--- config.mk ---
export PLATFORM = sky130hd
export DESIGN_NAME = power_switch_ctrl
export DESIGN_NICKNAME = d
export VERILOG_FILES = /design/src/design/ext_harness_pkg.sv /design/src/design/power_switch_ctrl.sv /design/src/design/switch_ack_delay.sv
export SDC_FILE = /design/constraint.sdc
export NUM_CORES = 1
export LEC_CHECK = 0
export ABC_AREA = 1
export BUFFER_PORTS_ARGS = -buffer_cell sky130_fd_sc_hd__buf_2
export CORE_MARGIN = 10
export CORE_UTILIZATION = 43
export CTS_BUF_LIST = sky130_fd_sc_hd__clkbuf_16
export CTS_CLUSTER_SIZE = 25
export DETAILED_ROUTE_END_ITERATION = 16
export HOLD_SLACK_MARGIN = 0.05
export PLACE_DENSITY_LB_ADDON = 0.08
export SYNTH_ARGS = -nofsm -noshare
export SYNTH_HDL_FRONTEND = slang
export SYNTH_SLANG_ARGS = --single-unit
export TNS_END_PERCENT = 100
--- constraint.sdc ---
create_clock -name clk_i -period 0.8 [get_ports clk_i]
set_input_delay 0.08 -clock clk_i [delete_from_list [all_inputs] [get_ports clk_i]]
set_output_delay 0.08 -clock clk_i [all_outputs]
set_load 0.02 [all_outputs]
--- src/design/ext_harness_pkg.sv ---
// shared widths, address map and latencies of the external-device harness
// imported by every RTL module of the harness
`default_nettype none

package ext_harness_pkg;

  // bus widths
  localparam int unsigned ADDR_WIDTH = 32;
  localparam int unsigned DATA_WIDTH = 32;
  localparam int unsigned BE_WIDTH = DATA_WIDTH / 8;

  typedef logic [ADDR_WIDTH-1:0] addr_t;
  typedef logic [DATA_WIDTH-1:0] data_t;
  typedef logic [BE_WIDTH-1:0] be_t;

  // bus targets behind the decoder
  localparam int unsigned NUM_TARGETS = 3;
  typedef logic [1:0] target_idx_t;

  localparam target_idx_t SLOW_MEM0_IDX = 2'd0;
  localparam target_idx_t SLOW_MEM1_IDX = 2'd1;
  localparam target_idx_t PWR_CTRL_IDX = 2'd2;

  // address map, one 4 KiB window per target
  localparam addr_t SLOW_MEM0_BASE = 32'h2000_0000;
  localparam addr_t SLOW_MEM1_BASE = 32'h2000_1000;
  localparam addr_t PWR_CTRL_BASE = 32'h2000_2000;
  localparam addr_t TARGET_SPAN = 32'h0000_1000;

  // slow memories
  localparam int unsigned MEM_WORDS = 256;
  typedef logic [$clog2(MEM_WORDS)-1:0] mem_addr_t;
  localparam int unsigned SLOW_MEM_LATENCY = 4;

  // power switches, active-low like the switch cells they drive
  localparam int unsigned NUM_DOMAINS = 4;
  localparam int unsigned NUM_BANKS = 2;
  typedef logic [NUM_DOMAINS-1:0] domain_vec_t;
  typedef logic [NUM_BANKS-1:0] bank_vec_t;
  localparam int unsigned SWITCH_ACK_LATENCY = 15;

  // power controller register offsets
  localparam logic [3:0] PWR_DOMAIN_OFS = 4'h0;
  localparam logic [3:0] PWR_BANK_OFS = 4'h4;
  localparam logic [3:0] PWR_STATUS_OFS = 4'h8;

  // read data for an address outside every window
  localparam data_t BAD_ADDR_DATA = 32'hbadc0de0;

endpackage

`default_nettype wire
--- src/design/power_switch_ctrl.sv ---
// domain and bank power-switch registers on the harness bus
// status offset reads back the delayed switch acknowledges
`default_nettype none

module power_switch_ctrl
  import ext_harness_pkg::*;
(
  input  wire         clk_i,
  input  wire         rst_i,
  input  wire         req_i,
  input  wire         we_i,
  input  wire  [3:0]  offset_i,
  input  data_t       wdata_i,
  output logic        gnt_o,
  output logic        rvalid_o,
  output data_t       rdata_o,
  output domain_vec_t domain_switch_n_o,
  output bank_vec_t   bank_switch_n_o
);

  domain_vec_t domain_q;
  bank_vec_t   bank_q;
  domain_vec_t domain_ack_n;
  bank_vec_t   bank_ack_n;
  data_t       read_data;
  logic        accept;

  // plain register file, never stalls
  assign gnt_o  = 1'b1;
  assign accept = req_i & gnt_o;

  always_ff @(posedge clk_i) begin
    if (rst_i) begin
      domain_q <= '0;
      bank_q   <= '0;
      rvalid_o <= 1'b0;
    end else begin
      rvalid_o <= accept;
      if (accept && we_i && offset_i == PWR_DOMAIN_OFS) begin
        domain_q <= wdata_i[NUM_DOMAINS-1:0];
      end
      if (accept && we_i && offset_i == PWR_BANK_OFS) begin
        bank_q <= wdata_i[NUM_BANKS-1:0];
      end
    end
  end

  // status: domain acks in 3:0, bank acks in 9:8
  always_comb begin
    read_data = '0;
    case (offset_i)
      PWR_DOMAIN_OFS: read_data[NUM_DOMAINS-1:0] = domain_q;
      PWR_BANK_OFS:   read_data[NUM_BANKS-1:0] = bank_q;
      PWR_STATUS_OFS: begin
        read_data[NUM_DOMAINS-1:0] = domain_ack_n;
        read_data[8 +: NUM_BANKS]  = bank_ack_n;
      end
      default: read_data = '0;
    endcase
  end

  always_ff @(posedge clk_i) begin
    if (accept && !we_i) begin
      rdata_o <= read_data;
    end
  end

  switch_ack_delay #(.ack_t(domain_vec_t)) domain_ack_delay (
    .clk_i         (clk_i),
    .rst_i         (rst_i),
    .switch_n_i    (domain_q),
    .switch_ack_n_o(domain_ack_n)
  );

  switch_ack_delay #(.ack_t(bank_vec_t)) bank_ack_delay (
    .clk_i         (clk_i),
    .rst_i         (rst_i),
    .switch_n_i    (bank_q),
    .switch_ack_n_o(bank_ack_n)
  );

  assign domain_switch_n_o = domain_q;
  assign bank_switch_n_o   = bank_q;

endmodule

`default_nettype wire

--- src/design/switch_ack_delay.sv ---
// emulates the acknowledge delay of power-switch cells
// the acknowledge follows the switch request SWITCH_ACK_LATENCY cycles later
`default_nettype none

module switch_ack_delay
  import ext_harness_pkg::*;
#(
  parameter type ack_t = logic
) (
  input  wire  clk_i,
  input  wire  rst_i,
  input  ack_t switch_n_i,
  output ack_t switch_ack_n_o
);

  ack_t stage_q [SWITCH_ACK_LATENCY];

  // shift register, stage 0 samples the switch request
  always_ff @(posedge clk_i) begin
    if (rst_i) begin
      for (int i = 0; i < SWITCH_ACK_LATENCY; i++) begin
        stage_q[i] <= '0;
      end
    end else begin
      stage_q[0] <= switch_n_i;
      for (int i = 1; i < SWITCH_ACK_LATENCY; i++) begin
        stage_q[i] <= stage_q[i-1];
      end
    end
  end

  assign switch_ack_n_o = stage_q[SWITCH_ACK_LATENCY-1];

endmodule

`default_nettype wire

==> flow_metrics.py <==
metrics = {
    "power_and_ir_drop": {
        "pwr-share-clk": 0.428,
        "p_sw_w": 0.00215,
        "power.internal_w": 0.00764,
        "leakage_nw": 1.64,
        "p_comb_frac": 0.041,
        "ir_drop_mv": 1.37,
        "p_per_area_nw_per_um2": 2480,
        "seqPwrFrac": 0.531,
        "p_total_w": 0.00980,
        "switching_share": 0.220,
    },
    "logic_synthesis": {
        "yosys.area.top_type": "dfxtp_1",
        "synth_seq_cells": 103,
        "ys.flop_type": "dfxtp_1",
        "synth_area_leaders": "dfxtp_1 (58%), nor2_1 (12%), inv_1 (11%)",
        "synth_most_common_cell": "nor2_1",
        "mappedNetlistArea_um2": 3330,
        "synth_edf_count": 6,
        "yosysTopAreaCellShare": 0.582,
        "async_flop_share": 0,
        "synth_cell_types": 17,
        "yosysSeqAreaShare": 0.636,
        "synth_common_cells": "nor2_1 (104), inv_1 (102), dfxtp_1 (97)",
        "yosys_warnings": 0,
        "syn_area_per_cell_um2": 8.82,
        "syn_inst": 378,
    },
    "placement": {
        "post-dp-hpwl_um": 3240,
        "dpl_worst_slack_ns": -0.101,
        "placedCellCount": 499,
        "placed_cell_area_um2": 3510,
        "port_buffers": 24,
        "place_congestion": 0.746,
    },
    "layout": {
        "fin_nets": 453,
        "multiInputGateArea_um2": 677,
        "final_cells": 520,
        "fin_area_um2": 3950,
        "register_area_um2": 2130,
        "drive_above_1_share": 0.151,
        "fillers": 751,
        "area_delta_synth_final_pct": 18.6,
        "diodes": 0,
    },
    "timing": {
        "clock.fmax_ghz": 1.08,
        "period_share": 1.16,
        "slew_viol_final": 0,
        "post-route-min-period_ns": 0.930,
        "hold_viol": 0,
        "rsz0062_at_grt": "yes",
        "finalSetupViolCount": 14,
        "fin_skew_ns": 0.00510,
        "setup_ws_ns": -0.130,
        "tns_ns": -1.25,
    },
    "setup_path": {
        "r2r-start": "bank_switch_n_o[1]$_SDFFE_PP0P_",
        "critPathMaxFanout": 1,
        "worstPathRequired_ns": 0.72,
        "slowest_delay_ns": 0.38,
        "endpoint_kind": "output pin",
        "critPathSlowestCell": "edfxtp_1",
        "crit_path_cell_trace": "buf_6",
        "worstSetupPathType": "reg2out",
        "critPathLaunch": "rdata_o[8]$_SDFFCE_PP0P_",
        "worst_ep_arrival_time_ns": 0.85,
        "critPathTopFamily": "flip-flops",
        "critPathBufInv": 1,
        "timing.rr.end": "rdata_o[1]$_DFFE_PP_",
        "regToRegSetupSlack_ns": -0.04,
        "start_kind": "flip-flop",
        "r2r_cells": 3,
    },
    "drt": {
        "dr_total_vias": 2001,
        "first_pass_iters": 4,
        "wl_um": 4720,
        "detail-route-antenna-nets": 0,
        "drt-initial-drc-count": 58,
        "drc_errors": 0,
        "wire_per_inst_um": 9.08,
        "avgViaCountPerCell": 3.85,
    },
    "floorplan": {
        "start_util": 0.436,
        "fp.dieH_um": 108,
        "die_w_um": 108,
        "core-area_um2": 7650,
        "die_area_um2": 11700,
        "fp-row-count": 32,
        "io_pins": 80,
    },
    "clocking": {
        "worstSkewPairLatency_ns": 0.33,
        "cts_sinks": 103,
        "clkSlewWorstSetupHoldPaths_ns": 0.07,
        "clock_path_buffers": 2,
        "cts_root_buffer": "clkbuf_16",
        "htreeDepth": 3,
        "numCtsBuffers": 9,
        "tritoncts": "done",
    },
    "grt": {
        "grt_util_all_layers": 0.0877,
        "antenna_found_initial": 0,
        "grt_pass1_vias": 1847,
        "grt_max_degree": 37,
        "overflow": 0,
        "grt_pass1_wl_um": 8140,
    },
    "status": {
        "status": "finished with violations",
        "violations": "negative setup slack",
    },
    "hold_path": {
        "holdPathEnd": "bank_switch_n_o[1]$_SDFFE_PP0P_",
        "min-delay-start": "offset_i[0]",
        "holdPathStages": 6,
        "hold_path.class": "in2reg",
    },
    "job": {
        "maxCapViolations": 0,
    },
}
-- cells by family after synthesis --
group,count (synthesis),share of synthesized area
AOI/OAI and AO/OA,4,0.00825
and+or+nand+nor,130,0.163
buffers and inverters,139,0.190
DFF,103,0.636
other,2,0.00225
-- flip-flops by register name, indices dropped and copies added (netlist names) --
name                      cells
domain_switch_n_o             4
bank_ack_delay.stage_q       30
bank_switch_n_o               2
rvalid_o                      1
domain_ack_delay.stage_q     60
rdata_o                       6
-- metrics by stage --
step / utilization / hold WS (ns)
final: 0.517 / 0.171
after global routing: 0.517 / 0.179
after detailed placement: 0.459 / 0.312
after CTS: 0.514 / 0.161
after global placement: 0.459 / 0.303
after floorplan: - / 0.205
-- cell type report --
cell class | instances | share of cell area
flip-flops and latches | 103 | 0.539
multi-input cells | 161 | 0.171
inverters | 102 | 0.0968
repair buffers | 36 | 0.0848
clock buffers | 10 | 0.0633
well taps | 102 | 0.0323
clock inverters | 6 | 0.0127
-- power by group through the flow --
stage                     clock network (W)  registers (W)  logic, W
after CTS                           0.00435        0.00520  0.000395
after floorplan                           0        0.00534  0.000336
final                               0.00419        0.00520  0.000404
after global routing                0.00455        0.00520  0.000443
after detailed placement                  0        0.00532  0.000364
after global placement                    0        0.00532  0.000365
-- how the worst max path moves through the flow --
stage	cells past startpoint	to	slack, ns
5_1_grt	1	rdata_o[2]	-0.16
6_report	1	rdata_o[8]	-0.13
3_5_place_dp	4	rdata_o[0]$_DFFE_PP_	-0.10
3_3_place_gp	4	rdata_o[0]$_DFFE_PP_	-0.06
4_1_cts	1	rdata_o[9]	-0.16
2_1_floorplan	2	rdata_o[0]$_DFFE_PP_	-0.003
-- timing repair --
item                       4_1_cts  5_1_grt
gates resized for setup         21       12
hold endpoints to repair         5        0
pin swaps                        1        1
setup endpoints to repair       14       17
setup buffers                    1        0
hold buffers                     5        0
-- layer usage --
| metal | track usage | vias up | routed length, µm |
|---|---|---|---|
| met1 | 0.0926 | 903 | 2110 |
| li1 | - | 1073 | - |
| met2 | 0.148 | 23 | 2330 |
| met3 | 0.0405 | 2 | 231 |
| met5 | 0 | - | 0 |
| met4 | 0.0372 | 0 | 45 |
-- cells in the final DEF (no fill, tap or decap), drive strengths merged --
master / count
clkinvlp: 1
buf: 31
clkinv: 3
clkbuf: 10
nand2: 14
nand3: 5
o22ai: 2
o211ai: 2
dlygate4sd3: 5
edfxtp: 6
inv: 104
nor2: 107
dfxtp: 97
nand4: 4
conb: 27
No activity file was read; power rests on OpenSTA's default activity.
