$ cat config.mk
export PLATFORM = sky130hd
export DESIGN_NAME = ext_bus_demux
export DESIGN_NICKNAME = d
export VERILOG_FILES = /design/src/design/ext_harness_pkg.sv /design/src/design/ext_bus_demux.sv
export SDC_FILE = /design/constraint.sdc
export NUM_CORES = 1
export LEC_CHECK = 0
export BUFFER_PORTS_ARGS = -buffer_cell sky130_fd_sc_hd__buf_2
export CORE_AREA = 2 2 165 167
export CTS_CLUSTER_SIZE = 24
export DETAILED_ROUTE_END_ITERATION = 6
export DIE_AREA = 0 0 167 169
export PLACE_DENSITY = 0.4
export SYNTH_ARGS = -nofsm -noshare
export SYNTH_HDL_FRONTEND = slang
export SYNTH_SLANG_ARGS = --single-unit
export TNS_END_PERCENT = 50
$ cat constraint.sdc
create_clock -name clk_i -period 6.75 [get_ports clk_i]
set_clock_uncertainty 0.05 [all_clocks]
set_input_delay 2.025 -clock clk_i [delete_from_list [all_inputs] [get_ports clk_i]]
set_output_delay 2.025 -clock clk_i [all_outputs]
set_load 0.02 [all_outputs]
$ cat src/design/ext_harness_pkg.sv
// shared widths, address map and latencies of the external-device harness
// imported by every RTL module of the harness
`default_nettype none

package ext_harness_pkg;

  // bus widths
  localparam int unsigned ADDR_WIDTH = 32;
  localparam int unsigned DATA_WIDTH = 32;
  localparam int unsigned BE_WIDTH = DATA_WIDTH / 8;

  typedef logic [ADDR_WIDTH-1:0] addr_t;
  typedef logic [DATA_WIDTH-1:0] data_t;
  typedef logic [BE_WIDTH-1:0] be_t;

  // bus targets behind the decoder
  localparam int unsigned NUM_TARGETS = 3;
  typedef logic [1:0] target_idx_t;

  localparam target_idx_t SLOW_MEM0_IDX = 2'd0;
  localparam target_idx_t SLOW_MEM1_IDX = 2'd1;
  localparam target_idx_t PWR_CTRL_IDX = 2'd2;

  // address map, one 4 KiB window per target
  localparam addr_t SLOW_MEM0_BASE = 32'h2000_0000;
  localparam addr_t SLOW_MEM1_BASE = 32'h2000_1000;
  localparam addr_t PWR_CTRL_BASE = 32'h2000_2000;
  localparam addr_t TARGET_SPAN = 32'h0000_1000;

  // slow memories
  localparam int unsigned MEM_WORDS = 256;
  typedef logic [$clog2(MEM_WORDS)-1:0] mem_addr_t;
  localparam int unsigned SLOW_MEM_LATENCY = 4;

  // power switches, active-low like the switch cells they drive
  localparam int unsigned NUM_DOMAINS = 4;
  localparam int unsigned NUM_BANKS = 2;
  typedef logic [NUM_DOMAINS-1:0] domain_vec_t;
  typedef logic [NUM_BANKS-1:0] bank_vec_t;
  localparam int unsigned SWITCH_ACK_LATENCY = 15;

  // power controller register offsets
  localparam logic [3:0] PWR_DOMAIN_OFS = 4'h0;
  localparam logic [3:0] PWR_BANK_OFS = 4'h4;
  localparam logic [3:0] PWR_STATUS_OFS = 4'h8;

  // read data for an address outside every window
  localparam data_t BAD_ADDR_DATA = 32'hbadc0de0;

endpackage

`default_nettype wire
$ cat src/design/ext_bus_demux.sv
// decodes the bus address and routes requests to the harness targets
// one transaction in flight, unmapped addresses answer BAD_ADDR_DATA
`default_nettype none

module ext_bus_demux
  import ext_harness_pkg::*;
(
  input  wire                     clk_i,
  input  wire                     rst_i,
  input  wire                     req_i,
  input  addr_t                   addr_i,
  input  wire                     we_i,
  input  be_t                     be_i,
  input  data_t                   wdata_i,
  output logic                    gnt_o,
  output logic                    rvalid_o,
  output data_t                   rdata_o,
  output logic [NUM_TARGETS-1:0]  tgt_req_o,
  output addr_t [NUM_TARGETS-1:0] tgt_addr_o,
  output logic [NUM_TARGETS-1:0]  tgt_we_o,
  output be_t [NUM_TARGETS-1:0]   tgt_be_o,
  output data_t [NUM_TARGETS-1:0] tgt_wdata_o,
  input  wire [NUM_TARGETS-1:0]   tgt_gnt_i,
  input  wire [NUM_TARGETS-1:0]   tgt_rvalid_i,
  input  data_t [NUM_TARGETS-1:0] tgt_rdata_i
);

  target_idx_t dec_idx;
  logic        dec_hit;
  target_idx_t sel_q;
  logic        busy_q;
  logic        miss_q;
  logic        can_issue;
  logic        accept;

  function automatic logic in_window(addr_t addr, addr_t base);
    addr_t rel;
    rel = addr - base;
    return rel < TARGET_SPAN;
  endfunction

  always_comb begin
    dec_hit = 1'b1;
    if (in_window(addr_i, SLOW_MEM0_BASE)) begin
      dec_idx = SLOW_MEM0_IDX;
    end else if (in_window(addr_i, SLOW_MEM1_BASE)) begin
      dec_idx = SLOW_MEM1_IDX;
    end else if (in_window(addr_i, PWR_CTRL_BASE)) begin
      dec_idx = PWR_CTRL_IDX;
    end else begin
      dec_idx = SLOW_MEM0_IDX;
      dec_hit = 1'b0;
    end
  end

  // a miss is answered by the demux itself one cycle later
  assign rvalid_o  = busy_q & (miss_q | tgt_rvalid_i[sel_q]);
  assign rdata_o   = miss_q ? BAD_ADDR_DATA : tgt_rdata_i[sel_q];
  assign can_issue = ~busy_q | rvalid_o;
  assign gnt_o     = req_i & can_issue & (~dec_hit | tgt_gnt_i[dec_idx]);
  assign accept    = req_i & gnt_o;

  always_comb begin
    for (int i = 0; i < NUM_TARGETS; i++) begin
      tgt_req_o[i]   = req_i & can_issue & dec_hit & (dec_idx == target_idx_t'(i));
      tgt_addr_o[i]  = addr_i;
      tgt_we_o[i]    = we_i;
      tgt_be_o[i]    = be_i;
      tgt_wdata_o[i] = wdata_i;
    end
  end

  // remember where the outstanding response comes from
  always_ff @(posedge clk_i) begin
    if (rst_i) begin
      busy_q <= 1'b0;
      sel_q  <= SLOW_MEM0_IDX;
      miss_q <= 1'b0;
    end else if (accept) begin
      busy_q <= 1'b1;
      sel_q  <= dec_idx;
      miss_q <= ~dec_hit;
    end else if (rvalid_o) begin
      busy_q <= 1'b0;
      miss_q <= 1'b0;
    end
  end

endmodule

`default_nettype wire

==> impl_metrics.py, run 1 <==
metrics = {
    "sta": {
        "worst_pin_slew_ns": 0.805,
        "min_period_ns": 6.25,
        "grt_setup_unrepaired": "false",
        "max_slew_margin_pct": 46.3,
        "fin_crit_sh_pct": 92.7,
        "drv_slew": 0,
        "fmax_mhz": 160,
        "fin_setup_tns_ns": 0,
        "setup_violations": 0,
        "hold_viol_final": 0,
    },
    "clocking": {
        "cts_root_buf": "clkbuf_16",
        "h-tree-depth": 1,
        "cts_num_sinks": 4,
        "cts_tree": "yes",
        "cts_setup_buffers": 0,
        "cts-buffers-inserted": 3,
        "cts-resized-gates": 0,
        "holdBufCountCts": 0,
        "clk_pin_slew_ns": 0.03,
        "clk_latency_ns": 0.22,
        "clock_path_buffers": 2,
    },
    "logic_synthesis": {
        "ys_seq_elements": 4,
        "syn-num-nets": 618,
        "syn-cell-area_um2": 3130,
        "ys.flop_type": "dfxtp_1",
        "synth_top_cell_by_area": "buf_4",
        "synth_cell_types": 47,
        "synth_area_leaders": "buf_4, mux2i_1, a21oi_1, nor2_1, o21ai_0",
        "synth_area_per_cell_um2": 7.12,
        "ys_seq_area_share_pct": 2.55,
        "synth_cells": 440,
        "yosys_warnings": 0,
        "synth_top_area_share_pct": 49.6,
        "synth-edff-count": 0,
        "synthArstFlopShare_pct": 0,
    },
    "critical_path": {
        "cp_num_buf_inv": 3,
        "cp_slowest_stage_delay_ns": 0.65,
        "cp_cell_sequence": "buf_2, nor4_4, nand2_1, or4b_1, o221ai_2, or2_4, inv_1, buf_2",
        "worstPathArrival_ns": 4.18,
        "crit_family": "simple AND/OR/NAND/NOR gates",
        "critical_path_class": "input port to primary output",
        "worst_setup_path_end_kind": "primary output",
        "cp_max_fo": 9,
        "start_kind": "input port",
        "critPathSlowestCell": "or4b_1",
        "required_ns": 4.68,
        "cp_common_cell": "buf_2",
    },
    "pwr": {
        "clockPowerShare_pct": 30.8,
        "power.density_nw_per_um2": 94.0,
        "p_seq_share_pct": 10.7,
        "netSwitchingPower_w": 0.000126,
        "vdd_drop_max_mv": 0.0673,
        "p_leak_nw": 1.39,
        "comb_power_share_pct": 58.5,
        "total_power_w": 0.000296,
        "p_sw_share_pct": 42.6,
        "p_int_w": 0.000170,
    },
    "routing": {
        "drc": 0,
        "drtIter0Drc": 55,
        "routed_via_density": 3.44,
        "dr_total_vias": 2700,
        "drt_pass1_iterations": 4,
        "wire_per_inst_um": 13.7,
        "ant_nets": 0,
        "finalWirelength_um": 10700,
    },
    "floorplanning": {
        "fp.coreArea_um2": 26500,
        "ios": 418,
        "die_w_um": 167,
        "die_h_um": 169,
        "row_count": 60,
        "die_area_um2": 28200,
        "start_util_pct": 11.8,
    },
    "status": {
        "status": "finished clean",
    },
    "global_route": {
        "grt_use_total_pct": 6.96,
        "overflow": 0,
        "antenna_found_initial": 0,
        "grt_pass1_wl_um": 15100,
        "first_global_vias": 2484,
        "grt_max_degree": 36,
    },
    "finish": {
        "syn2layout_area_growth_pct": 0.559,
        "antenna_cells": 0,
        "drive_gt1_share_pct": 55.5,
        "final_cells": 784,
        "nets": 623,
        "mostFrequentLayoutCell": "buf_2",
        "mostFrequentLayoutCells": "buf_2, nor2_1, a21oi_1, mux2i_1, o21ai_0",
    },
    "place": {
        "hpwl_um": 8860,
        "routabilityCongestion": 0.700,
        "dp.cells": 781,
        "io_buffers": 221,
    },
    "flow_run": {
        "cap_violations": 0,
    },
    "hold_path": {
        "hold_class": "flop to flop",
    },
}
layer usage:
layer / vias to the layer above / global-route usage [%] / routed length, um
met4: 0 / 2.96 / 322
met5: - / 0 / 0
met3: 18 / 3.46 / 1550
met2: 250 / 11.7 / 4860
li1: 1288 / - / -
met1: 1144 / 7.40 / 4000
final cells by class:
cell class / instances / area, um2
sequential: 4 / 82.6
fill: 3110 / 23300
timing repair buffer: 224 / 1130
multi-input combinational: 205 / 1410
inverter: 7 / 26.3
tap: 341 / 427
clock buffer: 3 / 75.1
synth_stat cells, drive strengths merged (3+ instances only):
library cell	n
and4b	3
clkbuf	14
nand2	7
xnor2	4
mux2i	34
or4	3
dfxtp	4
o221ai	3
buf	210
nand4	3
ha	4
inv	7
nor3	6
a21oi	36
xor2	4
o21ai	20
nor4	6
a41oi	3
nor2	39
stage by stage:
step / setup slack (ns) / cell area (um2) / hold slack (ns) / util, %
after floorplan: 0.946 / 3130 / 0.462 / -
after global placement: 0.524 / 3080 / 0.596 / 11.6
after detailed placement: 0.493 / 3080 / 0.580 / 11.6
after CTS: 0.488 / 3150 / 0.587 / 11.9
after global routing: 0.259 / 3150 / 0.621 / 11.9
final: 0.496 / 3150 / 0.561 / 11.9
final timing paths:
path	start	endpoint	slack [ns]	cells past startpoint
worst max register to register	sel_q[0]	miss_q	4.28	8
worst min-delay path	sel_q[0]	sel_q[0]	0.56	2
worst max-delay path	addr_i[15]	gnt_o	0.50	8
worst min register to register	sel_q[0]	sel_q[0]	0.56	2
state kept, by name, summed over array words and instances, names as in the netlist:
name and flops:
busy_q 1, miss_q 1, sel_q 2
worst register-to-register path, cell delays in order, from the launching register on:
cell and delay [ns]:
dfxtp_2 0.40, nor2b_2 0.13, buf_4 0.36, a21oi_1 0.16, o211ai_1 0.34, and2_1 0.25, o221ai_2 0.13, or2_4 0.29
a32o_1 0.24
power groups by stage:
stage	sequential (W)	clock [W]	combinational, W
after floorplan	0.0000253	0	0.000244
after global placement	0.0000324	0	0.000175
after detailed placement	0.0000323	0	0.000175
after CTS	0.0000320	0.0000919	0.000176
after global routing	0.0000328	0.0000938	0.000189
final	0.0000317	0.0000912	0.000173
cell families (layout without fill, tap and decap cells):
group	Yosys count	count (layout)	share of synthesized area, %
compound gates	71	71	13.6
xor+xnor	8	8	2.24
fa+ha+maj	4	4	1.60
buf+inv	231	234	52.5
flops	4	4	2.55
mux	34	34	10.9
simple gates	88	88	16.7
No activity file was read; power rests on OpenSTA's default activity.
==> run 2: changes to the inputs <==
==> constraint.sdc (replaced) <==
create_clock -name clk_i -period 6.75 [get_ports clk_i]
set_clock_uncertainty 0.05 [all_clocks]
set_input_delay 1.35 -clock clk_i [delete_from_list [all_inputs] [get_ports clk_i]]
set_output_delay 1.35 -clock clk_i [all_outputs]
set_load 0.02 [all_outputs]
==> run 2 against run 1 <==
Against the previous run:
- worst hold slack worse by 0.047 ns
- clock-buffer cell count unchanged
- routed wire length up 1.6%
- register-to-register slack worse by 0.29 ns
- cell count unchanged
- critical path type unchanged
- fmax up 27%
- via count down 0.15%
- sequential power about the same
- largest cell class unchanged
- first-iteration DRC count down 20%
- worst setup slack better by 1.3 ns
==> impl_metrics.py, run 2 (same netlist as run 1, synthesis figures left out) <==
metrics = {
    "status": {
        "status": "finished clean",
    },
    "finish": {
        "reg.largest.list": "sel_q: 2 flops, busy_q: 1 flops, miss_q: 1 flops",
        "syn2layout_area_growth_pct": 0.559,
        "nets": 623,
        "mostFrequentLayoutCells": "buf_2, nor2_1, a21oi_1, mux2i_1, o21ai_0",
        "top_register": "sel_q",
        "largest_reg_flops": 2,
        "mostFrequentLayoutCell": "buf_2",
        "drive_gt1_share_pct": 55.5,
        "antenna_cells": 0,
    },
    "floorplanning": {
        "die_h_um": 169,
        "start_util_pct": 11.8,
        "die_area_um2": 28200,
        "row_count": 60,
        "die_w_um": 167,
        "fp.coreArea_um2": 26500,
        "ios": 418,
    },
    "pwr": {
        "clockPowerShare_pct": 31.0,
        "comb_power_share_pct": 58.4,
        "netSwitchingPower_w": 0.000127,
        "p_int_w": 0.000170,
        "p_leak_nw": 1.39,
        "p_seq_share_pct": 10.6,
        "p_sw_share_pct": 42.7,
        "vdd_drop_max_mv": 0.0533,
        "power.density_nw_per_um2": 94.3,
    },
    "place": {
        "hpwl_um": 8950,
        "io_buffers": 221,
        "routabilityCongestion": 0.703,
    },
    "critical_path": {
        "critPathSlowestCell": "a21boi_2",
        "reg2reg_from": "sel_q[0]",
        "cp_slowest_stage_delay_ns": 0.41,
        "r2r.worst_path.cells": 9,
        "rrSetupSlack_ns": 3.99,
        "timing.rr.end": "miss_q",
        "critical_path_class": "input port to primary output",
        "crit_family": "simple AND/OR/NAND/NOR gates",
        "cp_max_fo": 10,
        "worst_setup_path_end_kind": "primary output",
        "required_ns": 5.35,
        "cp_cell_sequence": "buf_2, inv_1, ha_1, a21boi_2, and4b_1, a211oi_2, and4bb_2, and3_4, or2_4, inv_1, buf_2",
        "start_kind": "input port",
        "cp_num_buf_inv": 4,
        "worstPathArrival_ns": 3.53,
    },
    "routing": {
        "ant_nets": 0,
        "finalWirelength_um": 10900,
        "drc": 0,
        "dr_total_vias": 2696,
        "routed_via_density": 3.44,
        "wire_per_inst_um": 13.9,
        "drtIter0Drc": 44,
        "drt_pass1_iterations": 4,
    },
    "sta": {
        "hold_viol_final": 0,
        "drv_slew": 0,
        "grt_setup_unrepaired": "false",
        "fin_setup_tns_ns": 0,
        "fin_crit_sh_pct": 73.0,
        "worst_pin_slew_ns": 0.795,
        "min_period_ns": 4.93,
        "fmax_mhz": 203,
        "max_slew_margin_pct": 47.0,
        "setup_violations": 0,
        "whs_ns": 0.515,
    },
    "global_route": {
        "grt_max_degree": 36,
        "overflow": 0,
        "first_global_vias": 2553,
        "grt_pass1_wl_um": 15400,
        "antenna_found_initial": 0,
        "grt_use_total_pct": 7.08,
    },
    "flow_run": {
        "cap_violations": 0,
    },
    "clocking": {
        "clk_pin_slew_ns": 0.03,
        "cts_setup_buffers": 0,
        "holdBufCountCts": 0,
        "clk_latency_ns": 0.22,
        "cts_root_buf": "clkbuf_16",
        "cts-buffers-inserted": 3,
        "cts-resized-gates": 0,
        "cts_num_sinks": 4,
        "clock_path_buffers": 2,
        "h-tree-depth": 1,
        "cts_tree": "yes",
    },
    "hold_path": {
        "hold_class": "flop to flop",
        "min_to": "sel_q[0]",
        "holdPathStages": 2,
        "min_from": "sel_q[0]",
    },
}
run 2: per-stage QoR:
| step | utilization, % | instances | setup slack [ns] | area [um2] | power (W) |
|---|---|---|---|---|---|
| after floorplan | - | 440 | 2.30 | 3130 | 0.000269 |
| after CTS | 11.9 | 784 | 1.82 | 3150 | 0.000302 |
| after global routing | 11.9 | 784 | 1.60 | 3150 | 0.000318 |
| after global placement | 11.6 | 781 | 1.87 | 3080 | 0.000208 |
| final | 11.9 | 784 | 1.82 | 3150 | 0.000297 |
| after detailed placement | 11.6 | 781 | 1.82 | 3080 | 0.000208 |
run 2: layout make-up:
class,instances,area [um2]
Fill cell,3107,23300
Sequential cell,4,82.6
Tap cell,341,427
Timing Repair Buffer,224,1130
Inverter,7,26.3
Multi-Input combinational cell,205,1410
Clock buffer,3,75.1
run 2: power groups by stage:
stage | Combinational (W) | Clock (W) | Sequential, W
global placement | 0.000175 | 0 | 0.0000326
finish | 0.000174 | 0.0000921 | 0.0000315
detailed placement | 0.000175 | 0 | 0.0000325
CTS | 0.000176 | 0.0000941 | 0.0000321
floorplan | 0.000244 | 0 | 0.0000253
global route | 0.000189 | 0.0000955 | 0.0000329
run 2: layer usage:
| metal | track usage, % | vias up | part of all wire, % |
|---|---|---|---|
| li1 | - | 1291 | - |
| met1 | 7.56 | 1131 | 38 |
| met2 | 11.9 | 258 | 45 |
| met3 | 3.41 | 16 | 14 |
| met4 | 3.19 | 0 | 2.9 |
| met5 | 0 | - | 0 |
run 2: worst max-delay path by stage:
stage / endpoint / slack, ns / from / cells after the start
floorplan: gnt_o / 2.30 / addr_i[13] / 9
global placement: gnt_o / 1.87 / addr_i[13] / 11
detailed placement: gnt_o / 1.82 / addr_i[13] / 11
CTS: gnt_o / 1.82 / addr_i[28] / 8
global route: gnt_o / 1.60 / addr_i[13] / 11
finish: gnt_o / 1.82 / addr_i[13] / 11
run 2: worst reg2reg max path: stages, from the launching register on:
cell and delay (ns):
dfxtp_2 0.36, buf_4 0.32, nor2b_2 0.16, buf_4 0.36, a21oi_1 0.17, o211ai_1 0.33, and2_1 0.25, o221ai_2 0.13
or2_4 0.28, a32o_1 0.24
==> run 3: changes to the inputs <==
--- a/config.mk
+++ b/config.mk
@@ -6,11 +6,11 @@
 export NUM_CORES = 1
 export LEC_CHECK = 0
 export BUFFER_PORTS_ARGS = -buffer_cell sky130_fd_sc_hd__buf_2
-export CORE_AREA = 2 2 165 167
+export CORE_AREA = 2 2 161 163
 export CTS_CLUSTER_SIZE = 24
 export DETAILED_ROUTE_END_ITERATION = 6
-export DIE_AREA = 0 0 167 169
-export PLACE_DENSITY = 0.4
+export DIE_AREA = 0 0 163 165
+export PLACE_DENSITY = 0.42
 export SYNTH_ARGS = -nofsm -noshare
 export SYNTH_HDL_FRONTEND = slang
 export SYNTH_SLANG_ARGS = --single-unit
==> constraint.sdc (replaced) <==
create_clock -name clk_i -period 4.2 [get_ports clk_i]
set_clock_uncertainty 0.05 [all_clocks]
set_input_delay 0.84 -clock clk_i [delete_from_list [all_inputs] [get_ports clk_i]]
set_output_delay 0.84 -clock clk_i [all_outputs]
set_load 0.02 [all_outputs]
==> run 3 against run 2 <==
Against the previous run:
- global-route usage is 0.57 points higher
- final area is 0.44% higher
- via count grew 1.3%
==> impl_metrics.py, run 3 (same netlist as run 1, synthesis figures left out) <==
metrics = {
    "status": {
        "status": "finished clean",
    },
    "flow_run": {
        "cap_violations": 0,
    },
    "clocking": {
        "clock_path_buffers": 2,
        "cts-resized-gates": 0,
        "cts-buffers-inserted": 3,
        "clk_latency_ns": 0.22,
        "cts_tree": "yes",
        "clk_pin_slew_ns": 0.03,
        "holdBufCountCts": 0,
        "cts_setup_buffers": 0,
        "h-tree-depth": 1,
        "cts_root_buf": "clkbuf_16",
        "cts_num_sinks": 4,
    },
    "finish": {
        "drive_gt1_share_pct": 55.8,
        "num-fill-cells": 2922,
        "reg.largest.list": "sel_q: 2 flops, busy_q: 1 flops, miss_q: 1 flops",
        "seqCellArea_um2": 82.6,
        "mostFrequentLayoutCell": "buf_2",
        "largest_reg_flops": 2,
        "top_register": "sel_q",
        "nets": 626,
        "antenna_cells": 0,
        "syn2layout_area_growth_pct": 0.998,
        "mostFrequentLayoutCells": "buf_2, nor2_1, a21oi_1, mux2i_1, o21ai_0",
        "multi_input_area_um2": 1420,
    },
    "routing": {
        "drc": 0,
        "drtIter0Drc": 83,
        "drt_pass1_iterations": 4,
        "dr_total_vias": 2731,
        "ant_nets": 0,
        "finalWirelength_um": 11600,
        "wire_per_inst_um": 15.0,
        "routed_via_density": 3.52,
    },
    "pwr": {
        "power.density_nw_per_um2": 151,
        "vdd_drop_max_mv": 0.142,
        "p_leak_nw": 1.41,
    },
    "sta": {
        "min_period_ns": 3.90,
        "drv_slew": 0,
        "fin_crit_sh_pct": 92.8,
        "worst_pin_slew_ns": 0.550,
        "whs_ns": 0.523,
        "grt_setup_unrepaired": "false",
        "fmax_mhz": 257,
        "max_slew_margin_pct": 63.0,
        "hold_viol_final": 0,
        "setup_violations": 0,
        "fin_setup_tns_ns": 0,
    },
    "floorplanning": {
        "die_area_um2": 26900,
        "fp.coreArea_um2": 25000,
        "row_count": 58,
        "die_h_um": 165,
        "start_util_pct": 12.5,
        "die_w_um": 163,
        "ios": 418,
    },
    "global_route": {
        "overflow": 0,
        "antenna_found_initial": 0,
        "first_global_vias": 2423,
        "grt_use_total_pct": 7.65,
        "grt_pass1_wl_um": 15300,
        "grt_max_degree": 34,
    },
    "critical_path": {
        "required_ns": 3.31,
        "start_kind": "input port",
        "worst_setup_path_end_kind": "primary output",
        "worstPathArrival_ns": 3.01,
        "critical_path_class": "input port to primary output",
        "rrSetupSlack_ns": 2.17,
        "cp_max_fo": 10,
    },
    "place": {
        "io_buffers": 221,
        "routabilityCongestion": 0.742,
        "hpwl_um": 9510,
    },
    "hold_path": {
        "hold_class": "flop to flop",
    },
}
run 3: changes by cell type in the layout (fill, tap and decap cells not counted):
cell	previous run	this run
nor2b_4	0	1
nor2b_2	1	0
buf_4	3	6
run 3: critical path, cell delays in order:
cell      delay, ns
buf_2          0.15
inv_1          0.09
ha_1           0.23
a21boi_2       0.41
and4b_1        0.25
a211oi_2       0.16
and4bb_2       0.25
and3_4         0.19
or2_4          0.24
inv_1          0.05
buf_2          0.15
run 3: final timing paths:
kind,cells after the start,endpoint,start
worst min-delay path,2,busy_q,busy_q
worst max register to register,6,miss_q,sel_q[0]
worst min register to register,2,busy_q,busy_q
worst max-delay path,11,gnt_o,addr_i[13]
run 3: routing by layer:
layer	vias to the layer above	GRT usage (%)	wire length, um
li1	1294	-	-
met1	1204	8.96	4550
met2	190	12.3	5370
met3	43	3.26	1310
met4	0	3.18	403
met5	-	0	0
run 3: through the flow:
stage,std cells,cell area (um2),setup slack (ns),total power (W),utilization (%)
global placement,773,3090,0.344,0.000336,12.3
CTS,776,3170,0.303,0.000485,12.6
finish,776,3170,0.303,0.000479,12.6
detailed placement,773,3090,0.304,0.000335,12.3
floorplan,440,3130,0.766,0.000432,-
global route,776,3170,0.132,0.000510,12.6
run 3: layout make-up:
cell class	count	share of cell area [%]
multi-input combinational	205	44.8
clock buffer	3	2.37
timing repair buffer	227	36.4
tap	330	13.0
inverter	7	0.830
sequential	4	2.61
run 3: power breakdown:
group / leakage [nW] / switching (W) / internal, W
Combinational: 1.34 / 0.000178 / 0.000114
Sequential: 0.0338 / 0.000000794 / 0.0000398
Clock: 0.0370 / 0.0000254 / 0.000122
